--- config.mk ---
export PLATFORM = sky130hd
export DESIGN_NAME = exec_result_format_flat
export DESIGN_NICKNAME = d
export VERILOG_FILES = /design/src/hw/exec_pkg.sv /design/src/hw/exec_op_if.sv /design/src/hw/exec_result_format.sv /design/src/flat_wrapper.sv
export SDC_FILE = /design/constraint.sdc
export NUM_CORES = 1
export LEC_CHECK = 0
export BUFFER_PORTS_ARGS = -buffer_cell sky130_fd_sc_hd__buf_2
export CAP_MARGIN = 20
export CORE_UTILIZATION = 41
export CTS_BUF_LIST = sky130_fd_sc_hd__clkbuf_4 sky130_fd_sc_hd__clkbuf_8 sky130_fd_sc_hd__clkbuf_16
export CTS_CLUSTER_SIZE = 28
export DETAILED_ROUTE_END_ITERATION = 12
export PLACE_DENSITY = 0.87
export SLEW_MARGIN = 10
export SYNTH_ARGS = -nofsm -noshare
export SYNTH_HDL_FRONTEND = slang
export SYNTH_SLANG_ARGS = --single-unit
--- constraint.sdc ---
create_clock -name clk -period 2.4 [get_ports clk]
set_clock_uncertainty 0.1 [all_clocks]
set_input_delay 0.72 -clock clk [delete_from_list [all_inputs] [get_ports clk]]
set_output_delay 0.72 -clock clk [all_outputs]
set_load 0.01 [all_outputs]
--- src/hw/exec_pkg.sv ---
`default_nettype none

package exec_pkg;

    localparam int XLEN = 64;

    // ====================
    // Operation codes
    // ====================

    typedef enum logic [4:0] {
        NOP,
        SLL,
        SRL,
        SRA,
        ADD,
        SUB,
        XOR,
        OR,
        AND,
        SLT,
        SLTU,
        MUL,
        MULH,
        MULHSU,
        DIV,
        DIVU,
        REM,
        REMU,
        SLLW,       // Everything from here on is a 32-bit W operation
        SRLW,
        SRAW,
        ADDW,
        SUBW,
        MULW,
        DIVW,
        DIVUW,
        REMW,
        REMUW
    } exe_op_e;

    // ====================
    // Operand pairs
    // ====================

    typedef enum logic [2:0] {
        SRC_NOP,
        R_R,
        R_I,
        PC_I,
        R_CSR,
        NOTR_CSR,   // Operand pair for CSR clear with a register mask
        CSR_ZIMM,
        CSR_NOTZIMM // Operand pair for CSR clear with the immediate mask
    } exe_src_e;

    // Trap codes are only carried along, the stage tests them against zero
    typedef logic [3:0] trap_e;

    localparam trap_e TRAP_NONE = 4'd0;

    // One data word, read whole or as two 32-bit halves
    typedef union packed {
        logic [XLEN-1:0] full;
        struct packed {
            logic [31:0] hi;
            logic [31:0] lo;
        } half;
    } exe_word_u;

endpackage

`default_nettype wire

--- src/hw/exec_op_if.sv ---
`default_nettype none

interface exec_op_if
    import exec_pkg::*;
();

    logic            valid;
    trap_e           trap;
    exe_op_e         ctrl;
    logic [4:0]      rd;
    exe_word_u       src1;      // First operand, or the raw result after the ALU
    logic [XLEN-1:0] src2;
    logic            is_word;   // Result sits in the lower half and needs sign extension

    modport send (
        output valid,
        output trap,
        output ctrl,
        output rd,
        output src1,
        output src2,
        output is_word
    );

    modport recv (
        input valid,
        input trap,
        input ctrl,
        input rd,
        input src1,
        input src2,
        input is_word
    );

endinterface

`default_nettype wire

--- src/hw/exec_result_format.sv ---
`default_nettype none

module exec_result_format
    import exec_pkg::*;
(
    input  logic            clk,
    input  logic            rst_n,
    exec_op_if.recv         res,
    output logic            out_valid,
    output logic [4:0]      out_rd,
    output logic [XLEN-1:0] out_data
);

    logic [XLEN-1:0] ext_data;
    logic            squash;

    // W results only fill the lower half
    assign ext_data = res.is_word ? {{32{res.src1.half.lo[31]}}, res.src1.half.lo}
                                  : res.src1.full;

    // Trapped and NOP slots still leave the stage, with zero data
    assign squash = (res.trap != TRAP_NONE) || (res.ctrl == NOP);

    always_ff @(posedge clk) begin
        if (!rst_n) begin
            out_valid <= 1'b0;
            out_data  <= '0;
        end else begin
            out_valid <= res.valid;
            out_data  <= squash ? '0 : ext_data;
        end
    end

    always_ff @(posedge clk) begin
        out_rd <= res.rd;
    end

endmodule

`default_nettype wire

--- src/flat_wrapper.sv ---
// flat-port wrapper written by rule: the top's interface ports become plain ports
module exec_result_format_flat import exec_pkg::*;
  (clk, rst_n, out_valid, out_rd, out_data, res_valid, res_trap, res_ctrl, res_rd, res_src1, res_src2, res_is_word);
  exec_op_if res_i ();
  input  logic clk;
  input  logic rst_n;
  output logic out_valid;
  output logic [4:0] out_rd;
  output logic [XLEN-1:0] out_data;
  input wire logic [$bits(res_i.valid)-1:0] res_valid;
  input wire logic [$bits(res_i.trap)-1:0] res_trap;
  input wire logic [$bits(res_i.ctrl)-1:0] res_ctrl;
  input wire logic [$bits(res_i.rd)-1:0] res_rd;
  input wire logic [$bits(res_i.src1)-1:0] res_src1;
  input wire logic [$bits(res_i.src2)-1:0] res_src2;
  input wire logic [$bits(res_i.is_word)-1:0] res_is_word;
  assign res_i.valid = res_valid;
  assign res_i.trap = res_trap;
  assign res_i.ctrl = res_ctrl;
  assign res_i.rd = res_rd;
  assign res_i.src1 = res_src1;
  assign res_i.src2 = res_src2;
  assign res_i.is_word = res_is_word;
  exec_result_format u_core (.clk(clk), .rst_n(rst_n), .res(res_i), .out_valid(out_valid), .out_rd(out_rd), .out_data(out_data));
endmodule
==> results.ini <==
[critical_path]
critPathKind=in -> reg
critPathMaxFanout=23
cp.arrival_ns=2.12
end_kind=flip-flop
cp-start-kind=input pin
worstPathRequired_ns=2.53

[pwr]
p_sw_frac=0.2342
p_clk_frac=0.460
seq_power_share=0.429
power_leakage_nw=1.922
irDropWorstVdd_uv=271.5
combPwrFrac=0.111
p_int_mw=2.106
powerDensity_nw_per_um2=648.0
p_sw_uw=644.2
total_power_mw=2.750

[route]
avgRoutedWirePerCell_um=14.83
postRouteAntennaNets=0
num_vias=2438
viasPerCell=5.006
dr.pass1.iters=4
first_iter_violations=54
wl_um=7220
post-route-drc-count=0

[logic_synthesis]
netlist_instances=236
yosys_warnings=0
synth_seq_cells=70
mappedNetlistArea_sq_um=3047
synth_nets=382
synth-seq-area-share=0.4600
syn_area_per_cell_sq_um=12.91
synth.distinct_cells=15

[hold_path]
hp-start=res_rd[1]
worstHoldPathType=in -> reg
min_path_cells=1
worstHoldEndpoint=u_core.out_rd[1]

[die]
initial_core_util=0.4223
fp.dieW_um=88.20
pin_count=216
rows=31
die-area_sq_um=7779
core_sq_um=7214
die_y_um=88.20

[sta]
fin_crit_sh=0.8297
setup_viol=0
fin_setup_tns_ns=0
maxSlewViolCount=0
min_period_ns=1.991
hold_viol_final=0
rsz0062_at_grt=false
relSlewSlack=0.6224
worst_hold_slack_ns=0.3795
fmax_ghz=0.5022
worstMarginPinSlew_ns=0.5664

[final_layout]
multi_input_area_sq_um=1341
seqCellArea_sq_um=1401
fin_nets=528
area_growth_syn_to_layout_pct=39.30
finalInstanceArea_sq_um=4244
fillers=636
drive_above_1_share=0.6434

[cts]
ctsHoldBuffers=0
cts-root-buf=clkbuf_8
cts-buffers-inserted=9
cts.clk_slew.worst_paths_ns=0.08
cts_setup_buffers=0
cts_sinks=70
cts-htree-levels=3
cts_resized=0
cts_tree=built
cts_buffer_depth=2

[run_status]
status=completed

[run]
cap_violations=0

[placed_design]
gp_congestion=0.6693
placed_cell_area_sq_um=3973
portBuffers=151
dpl.hpwl_um=4956

[global_route]
met3_usage=0.07823
busiest_layer=met2
grt_pass1_wl_um=11050
met1_usage=0.2024
overflow=0
met2_usage=0.3301
grt_max_degree=65
antenna_found_initial=2
track_usage=0.1871
grt_pass1_vias=2379

synth_stat cells:
library cell / instances / area [sq um]
a2111oi_0: 3 / 26.28
a2111oi_2: 58 / 870.8
a2111oi_4: 3 / 82.58
and2_1: 1 / 6.260
buf_1: 1 / 3.750
buf_2: 4 / 20.02
buf_4: 10 / 75.07
buf_6: 3 / 33.78
clkbuf_1: 16 / 60.06
clkinv_1: 1 / 3.750
dfxtp_1: 70 / 1401
inv_1: 32 / 120.1
mux2i_1: 32 / 320.3
nor4_2: 1 / 12.51
or4b_1: 1 / 10.01
per-layer routing:
layer | vias to the layer above | wire length (um)
li1 | 1181 | -
met1 | 1153 | 2921
met2 | 97 | 3667
met3 | 7 | 545
met4 | 0 | 85
met5 | - | 0
through the flow:
stage          cells    util  setup slack [ns]
2_1_floorplan    236       -            0.3997
3_3_place_gp     470  0.5506            0.1121
3_5_place_dp     470  0.5506           0.04130
4_1_cts          486  0.5879            0.4045
5_1_grt          486  0.5879            0.3776
6_report         487  0.5883            0.4088
kinds of logic after synthesis:
family | count (synthesis) | share of synthesized area
buffers and inverters | 67 | 0.1039
muxes | 32 | 0.1051
and+or+nand+nor | 3 | 0.009446
AOI/OAI and AO/OA | 64 | 0.3216
DFF | 70 | 0.4600
critical path: stages:
cell and delay [ns]:
buf_2 0.10, or4b_4 0.74, buf_4 0.24, a2111oi_2 0.30
state kept, by name (all words and copies together) (netlist names):
name,cells
u_core.out_data,64
u_core.out_rd,5
u_core.out_valid,1
power by group through the flow:
stage | sequential [mW] | combinational [mW] | clock [mW]
5_1_grt | 1.18 | 0.331 | 1.35
2_1_floorplan | 1.22 | 0.173 | 0
3_5_place_dp | 1.21 | 0.308 | 0
3_3_place_gp | 1.21 | 0.300 | 0
6_report | 1.18 | 0.306 | 1.26
4_1_cts | 1.18 | 0.309 | 1.29
cell type report:
cell class	count	share of cell area
Sequential cell	70	0.3302
Clock buffer	9	0.02919
Inverter	33	0.02948
Antenna cell	1	0.0005896
Tap cell	99	0.02919
Multi-Input combinational cell	99	0.3160
Clock inverter	7	0.03420
Timing Repair Buffer	169	0.2311
cell usage in the layout, fill, tap and decap left out, drive strengths merged:
master    Yosys  routed
and2          1       1
a2111oi      64      64
clkinv        1       2
dfxtp        70      70
buf          18     169
inv          32      33
clkbuf       16       9
clkinvlp      0       1
bufinv        0       4
diode         0       1
nor4          1       1
or4b          1       1
mux2i        32      32
how the worst max path moves through the flow:
stage | start | to | slack, ns
2_1_floorplan | res_trap[0] | u_core.out_data[42] | 0.40
3_3_place_gp | res_trap[0] | u_core.out_data[51] | 0.11
3_5_place_dp | res_trap[0] | u_core.out_data[45] | 0.04
4_1_cts | res_trap[0] | u_core.out_data[45] | 0.40
5_1_grt | res_trap[0] | u_core.out_data[45] | 0.38
6_report | res_trap[0] | u_core.out_data[45] | 0.41
Power figures use the tool's default switching activity.
