<file path="config.mk">
export PLATFORM = sky130hd
export DESIGN_NAME = exec_operand_select_flat
export DESIGN_NICKNAME = d
export VERILOG_FILES = /design/src/hw/exec_pkg.sv /design/src/hw/exec_op_if.sv /design/src/hw/exec_operand_select.sv /design/src/flat_wrapper.sv
export SDC_FILE = /design/constraint.sdc
export NUM_CORES = 1
export LEC_CHECK = 0
export BUFFER_PORTS_ARGS = -buffer_cell sky130_fd_sc_hd__buf_4
export CAP_MARGIN = 20
export CORE_AREA = 2 2 214 216
export DETAILED_ROUTE_END_ITERATION = 16
export DIE_AREA = 0 0 216 218
export PLACE_DENSITY = 0.56
export SLEW_MARGIN = 20
export SYNTH_ARGS = -nofsm -noshare
export SYNTH_HDL_FRONTEND = slang
export SYNTH_SLANG_ARGS = --single-unit
</file>
<file path="constraint.sdc">
create_clock -name clk -period 1.3 [get_ports clk]
set_input_delay 0.065 -clock clk [delete_from_list [all_inputs] [get_ports clk]]
set_output_delay 0.065 -clock clk [all_outputs]
set_load 0.03 [all_outputs]
</file>
<file path="src/hw/exec_pkg.sv">
`default_nettype none

package exec_pkg;

    localparam int XLEN = 64;

    // ====================
    // Operation codes
    // ====================

    typedef enum logic [4:0] {
        NOP,
        SLL,
        SRL,
        SRA,
        ADD,
        SUB,
        XOR,
        OR,
        AND,
        SLT,
        SLTU,
        MUL,
        MULH,
        MULHSU,
        DIV,
        DIVU,
        REM,
        REMU,
        SLLW,       // Everything from here on is a 32-bit W operation
        SRLW,
        SRAW,
        ADDW,
        SUBW,
        MULW,
        DIVW,
        DIVUW,
        REMW,
        REMUW
    } exe_op_e;

    // ====================
    // Operand pairs
    // ====================

    typedef enum logic [2:0] {
        SRC_NOP,
        R_R,
        R_I,
        PC_I,
        R_CSR,
        NOTR_CSR,   // Operand pair for CSR clear with a register mask
        CSR_ZIMM,
        CSR_NOTZIMM // Operand pair for CSR clear with the immediate mask
    } exe_src_e;

    // Trap codes are only carried along, the stage tests them against zero
    typedef logic [3:0] trap_e;

    localparam trap_e TRAP_NONE = 4'd0;

    // One data word, read whole or as two 32-bit halves
    typedef union packed {
        logic [XLEN-1:0] full;
        struct packed {
            logic [31:0] hi;
            logic [31:0] lo;
        } half;
    } exe_word_u;

endpackage

`default_nettype wire

</file>
<file path="src/hw/exec_op_if.sv">
`default_nettype none

interface exec_op_if
    import exec_pkg::*;
();

    logic            valid;
    trap_e           trap;
    exe_op_e         ctrl;
    logic [4:0]      rd;
    exe_word_u       src1;      // First operand, or the raw result after the ALU
    logic [XLEN-1:0] src2;
    logic            is_word;   // Result sits in the lower half and needs sign extension

    modport send (
        output valid,
        output trap,
        output ctrl,
        output rd,
        output src1,
        output src2,
        output is_word
    );

    modport recv (
        input valid,
        input trap,
        input ctrl,
        input rd,
        input src1,
        input src2,
        input is_word
    );

endinterface

`default_nettype wire

</file>
<file path="src/hw/exec_operand_select.sv">
`default_nettype none

module exec_operand_select
    import exec_pkg::*;
(
    input  logic            clk,
    input  logic            rst_n,
    input  logic            in_valid,
    input  trap_e           in_trap,
    input  exe_op_e         in_ctrl,
    input  exe_src_e        in_src,
    input  logic [4:0]      in_rd,
    input  logic [XLEN-1:0] rs1_data,
    input  logic [XLEN-1:0] rs2_data,
    input  logic [XLEN-1:0] csr_data,
    input  logic [XLEN-1:0] imm,
    input  logic [XLEN-1:0] zimm,
    input  logic [XLEN-1:0] pc,
    exec_op_if.send         op
);

    logic [XLEN-1:0] sel_a;
    logic [XLEN-1:0] sel_b;
    logic            live;

    assign live = in_valid && (in_ctrl != NOP); // Only a real operation gets operands

    always_comb begin
        sel_a = '0;
        sel_b = '0;
        if (live) begin
            case (in_src)
                R_R: begin
                    sel_a = rs1_data;
                    sel_b = rs2_data;
                end
                R_I: begin
                    sel_a = rs1_data;
                    sel_b = imm;
                end
                PC_I: begin
                    sel_a = pc;
                    sel_b = imm;
                end
                R_CSR: begin
                    sel_a = rs1_data;
                    sel_b = csr_data;
                end
                NOTR_CSR: begin
                    sel_a = ~rs1_data;  // Inverted mask, so AND clears the bits
                    sel_b = csr_data;
                end
                CSR_ZIMM: begin
                    sel_a = csr_data;
                    sel_b = zimm;
                end
                CSR_NOTZIMM: begin
                    sel_a = csr_data;
                    sel_b = ~zimm;
                end
                default: begin
                    sel_a = '0;
                    sel_b = '0;
                end
            endcase
        end
    end

    always_ff @(posedge clk) begin
        if (!rst_n) begin
            op.valid <= 1'b0;
            op.ctrl  <= NOP;
        end else begin
            op.valid <= in_valid;
            // An empty slot travels on as NOP so that its data comes out zero
            op.ctrl  <= in_valid ? in_ctrl : NOP;
        end
    end

    always_ff @(posedge clk) begin
        op.trap      <= in_trap;
        op.rd        <= in_rd;
        op.src1.full <= sel_a;
        op.src2      <= sel_b;
    end

    assign op.is_word = 1'b0;   // Width is only known once the ALU decodes ctrl

endmodule

`default_nettype wire

</file>
<file path="src/flat_wrapper.sv">
// flat-port wrapper written by rule: the top's interface ports become plain ports
module exec_operand_select_flat import exec_pkg::*;
  (clk, rst_n, in_valid, in_trap, in_ctrl, in_src, in_rd, rs1_data, rs2_data, csr_data, imm, zimm, pc, op_valid, op_trap, op_ctrl, op_rd, op_src1, op_src2, op_is_word);
  exec_op_if op_i ();
  input  logic clk;
  input  logic rst_n;
  input  logic in_valid;
  input  trap_e in_trap;
  input  exe_op_e in_ctrl;
  input  exe_src_e in_src;
  input  logic [4:0] in_rd;
  input  logic [XLEN-1:0] rs1_data;
  input  logic [XLEN-1:0] rs2_data;
  input  logic [XLEN-1:0] csr_data;
  input  logic [XLEN-1:0] imm;
  input  logic [XLEN-1:0] zimm;
  input  logic [XLEN-1:0] pc;
  output wire logic [$bits(op_i.valid)-1:0] op_valid;
  output wire logic [$bits(op_i.trap)-1:0] op_trap;
  output wire logic [$bits(op_i.ctrl)-1:0] op_ctrl;
  output wire logic [$bits(op_i.rd)-1:0] op_rd;
  output wire logic [$bits(op_i.src1)-1:0] op_src1;
  output wire logic [$bits(op_i.src2)-1:0] op_src2;
  output wire logic [$bits(op_i.is_word)-1:0] op_is_word;
  assign op_valid = op_i.valid;
  assign op_trap = op_i.trap;
  assign op_ctrl = op_i.ctrl;
  assign op_rd = op_i.rd;
  assign op_src1 = op_i.src1;
  assign op_src2 = op_i.src2;
  assign op_is_word = op_i.is_word;
  exec_operand_select u_core (.clk(clk), .rst_n(rst_n), .in_valid(in_valid), .in_trap(in_trap), .in_ctrl(in_ctrl), .in_src(in_src), .in_rd(in_rd), .rs1_data(rs1_data), .rs2_data(rs2_data), .csr_data(csr_data), .imm(imm), .zimm(zimm), .pc(pc), .op(op_i));
endmodule
</file>
==> key figures <==
Outcome
  • Status: finished, final reports clean

Placement
  • Post-Place Cells: 2,150
  • Port bufs: between 500 and 600
  • Gpl congestion: 0.897
  • Final HPWL DP: ~34,000 um

Timing
  • Count of pins over their slew limit: 0
  • Tmin final: 1270 ps
  • Fin. Hold Viols: 0
  • Max Fclk: 0.786 GHz
  • Final setup viols: 0
  • RSZ-0062 raised after global routing: no
  • Setup TNS: 0 ps
  • Tcrit/Tclk final: between 90 and 100%

Power and ir drop
  • Leak: about 7.7 nW
  • Pwr dens: between 800 and 900 nW/um^2
  • Tot Pwr: approximately 15 mW
  • Worst ir drop on vdd: approximately 0.0009 V

Yosys
  • Number of synthesized flops with an enable pin: 0
  • Synth top cells by count: dfxtp_1 (143), nand3b_1 (124), nand3_1 (110), a31oi_1 (71), o211ai_1 (63)
  • Synth cell types: 39
  • Syn. warnings: 0
  • Ys flop type: dfxtp_1
  • Synth Register Bits: 143
  • Gate Count Post-Synth: ~1,100
  • Syn nets: roughly 1,500
  • Asr flop ratio synth: 0%
  • Synth area leaders: dfxtp_1 (30%), nand3b_1 (9.8%), a41oi_2 (8.7%)
  • Mean area per synthesized cell: a little under 9 um^2
  • Register area share after synthesis: 30.1%
  • Synthesized area: approximately 9500 um^2
  • Synth area leader: dfxtp_1
  • Most common cell in the netlist: dfxtp_1
  • Synth top area share: a little under a third

Global route
  • GRT Total Usage: about a fifth
  • Grt ovf: 0
  • Largest net degree at the start of global routing: a little over 90
  • Initial antenna violation count: 1
  • Vias in the first global route: between 10,000 and 15,000
  • First-pass GRT wire length: 75,700 um

Hold path
  • Hold Startpoint: pc[30]
  • Hold Path Sink: u_core.op.src1[30]
  • Worst Hold Path Cells: 3
  • Worst Hold Class: in2reg

Floorplan
  • Cell Rows: between 70 and 80
  • Ports: around 550
  • Die Ht: around 220 um
  • Die Area: between 40,000 and 50,000 um^2
  • Initial Util: about a fifth
  • Die X-Extent: ~220 um
  • Core box area: 44,900 um^2

Clock tree
  • Clock Pin Slew Worst Setup and Hold Paths: 60 ps
  • H-tree depth: 4
  • TritonCTS clock tree: done
  • Clock Tree Root: clkbuf_16
  • Number of CTS-inserted buffers: 17
  • Num Clock Sinks: roughly 140
  • Longest Clk Path Bufs: 2

Worst setup path
  • CP startpoint kind: input port
  • Critical-path cell list: dlygate4sd3_1 > buf_4 > nand2_1 > a2bb2oi_1 > dlygate4sd3_1 > a31oi_1
  • Crit-path max FO: 2
  • Delay-heaviest family, CP: buffers and inverters
  • CP max stage cell: dlygate4sd3_1
  • CP Class: in2reg
  • Max incr delay on CP: approximately 590 ps
  • CP Data Required Time: approximately 1700 ps
  • Crit path top cell by count: dlygate4sd3_1
  • Setup crit end kind: flop
  • WP data arrival: 1650 ps
  • Buffers plus inverters on the worst setup path: 3

Flow run
  • Max Cap Viol: 0

Routing
  • Wire per inst: between 20 and 25 um
  • Met3 WL: about 3500 um
  • Starting DRC count in detailed routing: 932
  • Number of remaining DRC errors: 0
  • DR vias: 12,700
  • Highest Signal Layer: met4
  • ANT nets after route: 0
  • DRT met1 WL: 20,900 um
  • Initial DRT Pass Iterations: 5
  • Vias per std cell: approximately 5.0
  • Met2 WL: approximately 25,000 um
  • WL final: about 52,000 um

Final layout
  • Nets: roughly 2,400
  • Non-Filler Instances: 2,559
  • Fraction of layout cells with a size suffix above 1: 36.9%
  • Area delta synth->final: 98.3%
==> worst min-delay path, stage by stage <==
cell	delay, ps
buf_4	110
nand3_1	150
a41oi_2	120
==> per-stage QoR <==
step                hold slack, ps  cell area (um^2)  setup slack, ps  utilization, %
finish                        8.83             18900             27.2            42.0
global route                  23.0             18900             1.35            42.0
CTS                           1.86             18700             21.7            41.7
detailed placement             171             14400             -254            32.1
global placement               170             14400             -249            32.1
floorplan                     92.7              9510             51.4               -
==> kinds of logic (layout without fill, tap and decap cells) <==
kind of cell / count (synthesis) / in the layout / synth area share (%)
and+or+nand+nor: 442 / 442 / 30.2
buffers and inverters: 147 / 1030 / 9.54
xor gates and xnor gates: 3 / 3 / 0.474
DFF: 143 / 143 / 30.1
AOI/OAI and AO/OA: 337 / 337 / 29.4
muxes: 2 / 2 / 0.210
other: 1 / 2 / 0.0394
==> timing repair <==
item	in CTS	in global routing
endpoints found under the hold margin	143	0
buffers inserted	0	4
endpoints found under the setup margin	0	14
gates resized for setup	0	10
hold buffers	376	0
==> power by group <==
group	total [mW]	switching [mW]	internal (mW)
clock network	4.88	2.11	2.77
logic	5.63	2.70	2.94
registers	4.83	0.120	4.71
total	15.4	4.93	10.4
==> final cells by class <==
cell class / count / area [um^2]
clock inverter: 7 / 62.6
timing repair buffer: 1000 / 8900
sequential: 143 / 2860
fill: 4310 / 26000
antenna: 1 / 2.50
inverter: 1 / 5.00
clock buffer: 22 / 484
multi-input combinational: 785 / 5790
tap: 600 / 751
==> how the worst max path moves through the flow <==
stage,cells past startpoint,start,slack [ps],end
detailed placement,6,in_ctrl[0],-250,u_core.op.src1[1]
finish,6,csr_data[20],30,u_core.op.src2[20]
global placement,6,in_ctrl[0],-250,u_core.op.src2[24]
CTS,6,in_src[1],20,u_core.op.src1[57]
floorplan,5,in_ctrl[0],50,u_core.op.src1[40]
global route,7,in_src[2],1,u_core.op.src2[56]
==> placed cells by master (no fill, tap or decap), drive strengths merged, types with 3 or more instances in the layout <==
cell type,netlist,routed
a21oi,14,14
a2bb2oi,55,55
a31o,7,7
a31oi,71,71
a41oi,55,55
and2,3,3
and3,12,12
and3b,62,62
buf,100,625
clkbuf,46,25
clkinv,0,6
dfxtp,143,143
dlygate4sd3,0,371
nand2,57,57
nand2b,7,7
nand3,110,110
nand3b,124,124
nor2b,3,3
nor3b,62,62
o211ai,64,64
o21ai,64,64
xor2,3,3
==> flip-flops by register name, summed over array words and instances, names as in the netlist <==
signal,flops
u_core.op.src1,64
u_core.op.src2,64
u_core.op.ctrl,5
u_core.op.rd,5
u_core.op.trap,4
u_core.op.valid,1
==> metal layers <==
| layer | vias up | global-route usage [%] |
|---|---|---|
| met5 | - | 0 |
| li1 | 5888 | - |
| met3 | 113 | 5.55 |
| met2 | 605 | 36.5 |
| met1 | 6120 | 23.6 |
| met4 | 0 | 9.59 |
Note: power is estimated with default switching activity, not from simulation.
